--- src/logic/rsa256_pkg.sv ---
package rsa256_pkg;

    // Avalon-MM master bus types
    typedef logic [4:0]  avm_addr_t;
    typedef logic [31:0] avm_word_t;

    // Serial peripheral register map, byte offsets
    localparam avm_addr_t rx_base     = 5'd0;
    localparam avm_addr_t tx_base     = 5'd4;
    localparam avm_addr_t status_base = 5'd8;

    // STATUS word flags
    localparam int tx_ok_bit = 6;
    localparam int rx_ok_bit = 7;

    // Host controller FSM
    typedef enum logic [2:0] {
        get_key,    // Poll STATUS for an RX byte
        get_data,   // Read one byte from RX
        wait_calc,  // Core is busy
        get_tx,     // Poll STATUS for TX room
        send_data   // Write one byte to TX
    } ctrl_state_t;

    // Exponentiation core sequencer
    typedef enum logic [1:0] {
        idle,
        prep,   // a * 2^KEY_W mod n
        loop,   // One square-and-multiply round per exponent bit
        done
    } core_state_t;

endpackage

--- src/logic/rsa_host_ctrl.sv ---
`timescale 1ns/10ps

// Avalon-MM master that feeds the core from the serial peripheral
module rsa_host_ctrl #(
    parameter int KEY_W = 256
) (
    input  logic                  avm_clk,
    input  logic                  avm_rst,
    output rsa256_pkg::avm_addr_t avm_address,
    output logic                  avm_read,
    output logic                  avm_write,
    output rsa256_pkg::avm_word_t avm_writedata,
    input  rsa256_pkg::avm_word_t avm_readdata,
    input  logic                  avm_waitrequest,
    output logic                  start,
    output logic [KEY_W-1:0]      a,
    output logic [KEY_W-1:0]      d,
    output logic [KEY_W-1:0]      n,
    input  logic [KEY_W-1:0]      result,
    input  logic                  finished
);

    localparam int KEY_B = KEY_W / 8;
    localparam int CNT_W = $clog2(3 * KEY_B + 1);

    // Byte counter reload values, counting down to 1
    localparam logic [CNT_W-1:0] CNT_KEY = CNT_W'(3 * KEY_B);   // n, d and ciphertext
    localparam logic [CNT_W-1:0] CNT_D   = CNT_W'(2 * KEY_B);
    localparam logic [CNT_W-1:0] CNT_BLK = CNT_W'(KEY_B);       // Ciphertext only
    localparam logic [CNT_W-1:0] CNT_TX  = CNT_W'(KEY_B - 1);   // Top byte is not sent

    rsa256_pkg::ctrl_state_t state;

    logic [CNT_W-1:0] cnt;
    logic [KEY_W-1:0] out_r;
    logic [7:0]       rx_byte;
    logic             rd_done;
    logic             wr_done;

    assign rd_done       = avm_read && !avm_waitrequest;
    assign wr_done       = avm_write && !avm_waitrequest;
    assign rx_byte       = avm_readdata[7:0];
    assign avm_writedata = {24'd0, out_r[KEY_W-9 -: 8]};

    always_ff @(posedge avm_clk or negedge avm_rst) begin
        if (!avm_rst) begin
            state       <= rsa256_pkg::get_key;
            cnt         <= CNT_KEY;
            avm_address <= rsa256_pkg::status_base;
            avm_read    <= 1'b1;
            avm_write   <= 1'b0;
            start       <= 1'b0;
        end else begin
            start <= 1'b0;
            case (state)
                rsa256_pkg::get_key: begin
                    if (rd_done && avm_readdata[rsa256_pkg::rx_ok_bit]) begin
                        avm_address <= rsa256_pkg::rx_base;
                        state       <= rsa256_pkg::get_data;
                    end
                end
                rsa256_pkg::get_data: begin
                    if (rd_done) begin
                        cnt <= cnt - 1'b1;
                        if (cnt == CNT_W'(1)) begin
                            avm_read <= 1'b0;   // Bus idle while the core runs
                            start    <= 1'b1;
                            state    <= rsa256_pkg::wait_calc;
                        end else begin
                            avm_address <= rsa256_pkg::status_base;
                            state       <= rsa256_pkg::get_key;
                        end
                    end
                end
                rsa256_pkg::wait_calc: begin
                    if (finished) begin
                        cnt         <= CNT_TX;
                        avm_read    <= 1'b1;
                        avm_address <= rsa256_pkg::status_base;
                        state       <= rsa256_pkg::get_tx;
                    end
                end
                rsa256_pkg::get_tx: begin
                    if (rd_done && avm_readdata[rsa256_pkg::tx_ok_bit]) begin
                        avm_read    <= 1'b0;
                        avm_write   <= 1'b1;
                        avm_address <= rsa256_pkg::tx_base;
                        state       <= rsa256_pkg::send_data;
                    end
                end
                rsa256_pkg::send_data: begin
                    if (wr_done) begin
                        avm_write   <= 1'b0;
                        avm_read    <= 1'b1;
                        avm_address <= rsa256_pkg::status_base;
                        if (cnt == CNT_W'(1)) begin
                            cnt   <= CNT_BLK;   // Keep the key for the next block
                            state <= rsa256_pkg::get_key;
                        end else begin
                            cnt   <= cnt - 1'b1;
                            state <= rsa256_pkg::get_tx;
                        end
                    end
                end
                default: state <= rsa256_pkg::get_key;
            endcase
        end
    end

    // Key, ciphertext and result shift registers, MSB first
    always_ff @(posedge avm_clk) begin
        if (rd_done && state == rsa256_pkg::get_data) begin
            if (cnt > CNT_D) begin
                n <= {n[KEY_W-9:0], rx_byte};
            end else if (cnt > CNT_BLK) begin
                d <= {d[KEY_W-9:0], rx_byte};
            end else begin
                a <= {a[KEY_W-9:0], rx_byte};
            end
        end
        if (finished && state == rsa256_pkg::wait_calc) begin
            out_r <= result;
        end else if (wr_done) begin
            out_r <= out_r << 8;
        end
    end

endmodule

--- config.mk ---
export PLATFORM = sky130hd
export DESIGN_NAME = rsa_host_ctrl
export DESIGN_NICKNAME = d
export VERILOG_FILES = /design/src/logic/rsa256_pkg.sv /design/src/logic/rsa_host_ctrl.sv
export SDC_FILE = /design/constraint.sdc
export NUM_CORES = 1
export LEC_CHECK = 0
export BUFFER_PORTS_ARGS = -buffer_cell sky130_fd_sc_hd__buf_2
export CORE_AREA = 2 2 424 426
export CTS_BUF_LIST = sky130_fd_sc_hd__clkbuf_8 sky130_fd_sc_hd__clkbuf_16
export CTS_CLUSTER_SIZE = 10
export DETAILED_ROUTE_END_ITERATION = 8
export DIE_AREA = 0 0 426 428
export GPL_TIMING_DRIVEN = 0
export PLACE_DENSITY = 0.44
export SLEW_MARGIN = 10
export SYNTH_ARGS = -nofsm -noshare
export SYNTH_HDL_FRONTEND = slang
export SYNTH_SLANG_ARGS = --single-unit
--- constraint.sdc ---
create_clock -name avm_clk -period 30.3 [get_ports avm_clk]
set_clock_uncertainty 0.2 [all_clocks]
set_input_delay 9.09 -clock avm_clk [delete_from_list [all_inputs] [get_ports avm_clk]]
set_output_delay 9.09 -clock avm_clk [all_outputs]
set_load 0.01 [all_outputs]
==> results.md <==
- Status: finished, final reports clean
- Initial antenna violation count: 43
- Synthesized cell area: approximately 35000 µm²
- Drt pass-1 iters: 5
- DP Worst Slack: about 17 ns
- Worst path arrival time: ~12 ns
- Clock Sinks: between 1000 and 1500
- Top post-synthesis cells by area: edfxtp_1, nand2_1, buf_4
- Die H: 428 µm
- Pwr per Cell Area: 59.64 nW/µm²
- DRT iter0 DRCs: about 1300
- Period Utilization, post-route: around two fifths
- Max_cap viols: 0
- Startpoint types: primary input
- Starting density of the core: between 10% and 20%
- Min Tclk post-route: roughly 12 ns
- Die ar.: 182300 µm²
- Commonest cells after routing, fill and taps aside: buf_2, edfxtp_1, nand2_1, clkbuf_16, buf_4
- Crit-path max FO: 12
- CTS Hold Buffers Added: 0
- Pleak: around 18 nW
- Synth cell types: 50
- Filler cells: roughly 18000
- Multi-input combinational cell area: about 3600 µm²
- # Post-CTS Setup Buffers: 0
- CP Cell Sequence: buf_2, nand2b_1, or2_2, nor3_2, buf_6, buf_6, buf_4, buf_6, buf_4, buf_4, buf_4, buf_4, buf_4, buf_4
- Clk pin slew, worst setup/hold paths: roughly 0.05 ns
- Pins Over Slew Limit: 0
- WP buf/inv: 11
- PnR worst setup slack: ~18 ns
- Placeable Area: around 180000 µm²
- Synth-to-layout area growth: 36.08%
- Final Power: between 0.002 and 0.003 W
- Cell Area, Placed: between 40000 and 50000 µm²
- Wire length per cell: 20.74 µm
- H-tree Lvls: 3
- Final WL: between 100000 and 150000 µm
- RSZ-0062 raised after global routing: false
- Post-synthesis average cell area: between 15 and 20 µm²
- Max transition margin: ~48%
- Fmax: a little over 80 MHz
- Global-route wire length before repair: between 150000 and 200000 µm
- Register area share after synthesis: between 80 and 90%
- Hpwl dp: between 90000 and 100000 µm
- CP max-delay cell: nor3_2
- Die width: 426 µm
- Worst vdd ir: between 0.05 and 0.06 mV
- GRT Overall Usage: between 10% and 20%
- Worst Max-Slew Pin Slew: 0.7872 ns
- Share of cells above drive strength 1: about two fifths
- Synth top area share: 87.11%
- Setup violators final: 0
- CP dominant cell by count: buf_4
- Syn Inst Count: ~2000
- CP Capture Type: flip-flop
- Num CTS Buffers: ~120
- Routability congestion estimate: approximately 0.85
- CP Class: in -> reg
- Final hold violations: 0
- CTS root buffer: clkbuf_16
- Synth Register Bits: slightly above 1000
- Synth Warn #: 0
- CP delay by family, top: buffers and inverters
- Vias: 20570
- Worst hold path class: reg -> reg
- Gr ovfl total: 0
- DR vias/cell: 3.658
- Worst-case clock buffer depth: 3
- Yosys top cell by area: edfxtp_1
- DRC: 0
- Commonest non-fill, non-tap cell in the layout: buf_2
- Antenna viol nets, final: 0
- CP max stage delay: about 0.60 ns
- Clock Latency Late Sink: 0.78 ns
- Register area: between 30000 and 40000 µm²
- Req. time, crit path: approximately 30 ns
- Fin nets: around 3500
- Number of global-route vias before repair: approximately 20000
- CTS tree: built
- Largest net degree at the start of global routing: 60
- # rows: ~160
- Final instance area: ~48000 µm²
- Port Buffers: roughly 1000
- Post-CTS resize count: 0
- # IOs: 1100
==> registers in the layout, summed over array words and instances, names as in the netlist <==
register / cells
out_r: 248
a: 256
state: 3
avm_address: 2
n: 256
cnt: 7
d: 256
avm_read: 1
start: 1
avm_write: 1
==> worst register-to-register path, stage by stage (launching register included) <==
cell and delay [ns]:
dfrtp_1 0.43, inv_1 0.11, ha_1 0.25, nor4b_1 0.48, nor2b_1 0.12, nor3_2 0.55, buf_6 0.25, buf_6 0.18
buf_4 0.21, buf_6 0.17, buf_4 0.20, buf_4 0.23, buf_4 0.23, buf_4 0.19, buf_4 0.19, buf_4 0.22
==> metrics by stage <==
stage	std cells	utilization [%]	TNS, ns	hold slack (ns)
finish	5623	26.83	0	0.1921
global route	5620	26.83	0	0.1955
CTS	5608	26.81	0	0.1963
detailed placement	5444	24.92	0	0.2256
global placement	5380	24.36	-5258.93	0.2237
floorplan	1985	-	0	0.2905
==> kinds of logic after synthesis <==
kind of cell / Yosys count / synth area share [%]
flops: 1031 / 88.19
simple gates: 771 / 8.616
buf+inv: 100 / 2.026
compound gates: 52 / 1.022
fa+ha+maj: 3 / 0.1072
xor+xnor: 1 / 0.02501
other cells: 1 / 0.01071
==> area by class of cell <==
type                            count  area share [%]
Antenna cell                       15         0.07875
Buffer                             95           1.449
Clock buffer                      119           6.248
Clock inverter                     45          0.8033
Inverter                            5         0.03938
Multi-Input combinational cell    854           7.460
Sequential cell                  1031           64.81
Tap cell                         2355           6.182
Timing Repair Buffer             1104           12.93
==> metal layers <==
metal	track usage [%]	up-vias	share of wire, %
met2	22.91	751	54
li1	-	9514	-
met4	3.731	54	2.4
met1	12.53	10070	35
met5	0	-	0.27
met3	4.029	185	8.2
==> report_power, final <==
part / switching [W] / leakage (nW) / internal, W / total (W)
sequential: 0 / 8.48 / 0.00154 / 0.00154
clock: 0.000568 / 1.72 / 0.000708 / 0.00128
combinational: 0.00000872 / 7.36 / 0.0000142 / 0.0000230
==> Yosys cell counts, drive strengths merged <==
master      n
or2         2
conb        1
o41ai       2
o211a       1
nor2        9
nor3b       3
buf        87
nor2b       4
dfrtp      11
o31ai       3
a211oi      2
a41oi       1
a21oi       7
nand2b      5
nand2     729
inv         5
a32oi       1
ha          3
dfstp       4
nor3        5
a211o       1
a21boi      1
nor4b       1
xor2        1
nand3b      2
clkbuf      8
a22o        3
and2        8
or3         1
o2111ai     1
a31oi       2
nor4        1
o211ai      3
o22a        1
nand3       1
o21a        6
edfxtp   1016
o32a        1
o21ai      16
==> path summary, 6_finish.rpt <==
path,cells past startpoint,endpoint,startpoint,slack (ns)
worst min register to register,0,a[145]$_DFFE_PP_,a[137]$_DFFE_PP_,0.19
min in group asynchronous,1,start$_DFF_PN0_,avm_rst,8.05
worst min-delay path,0,a[145]$_DFFE_PP_,a[137]$_DFFE_PP_,0.19
max in group asynchronous,1,cnt[5]$_DFFE_PN1P_,avm_rst,21.52
worst max register to register,15,a[33]$_DFFE_PP_,cnt[0]$_DFFE_PN0P_,25.75
worst max-delay path,14,a[33]$_DFFE_PP_,avm_waitrequest,18.08
No activity file was read; power rests on OpenSTA's default activity.
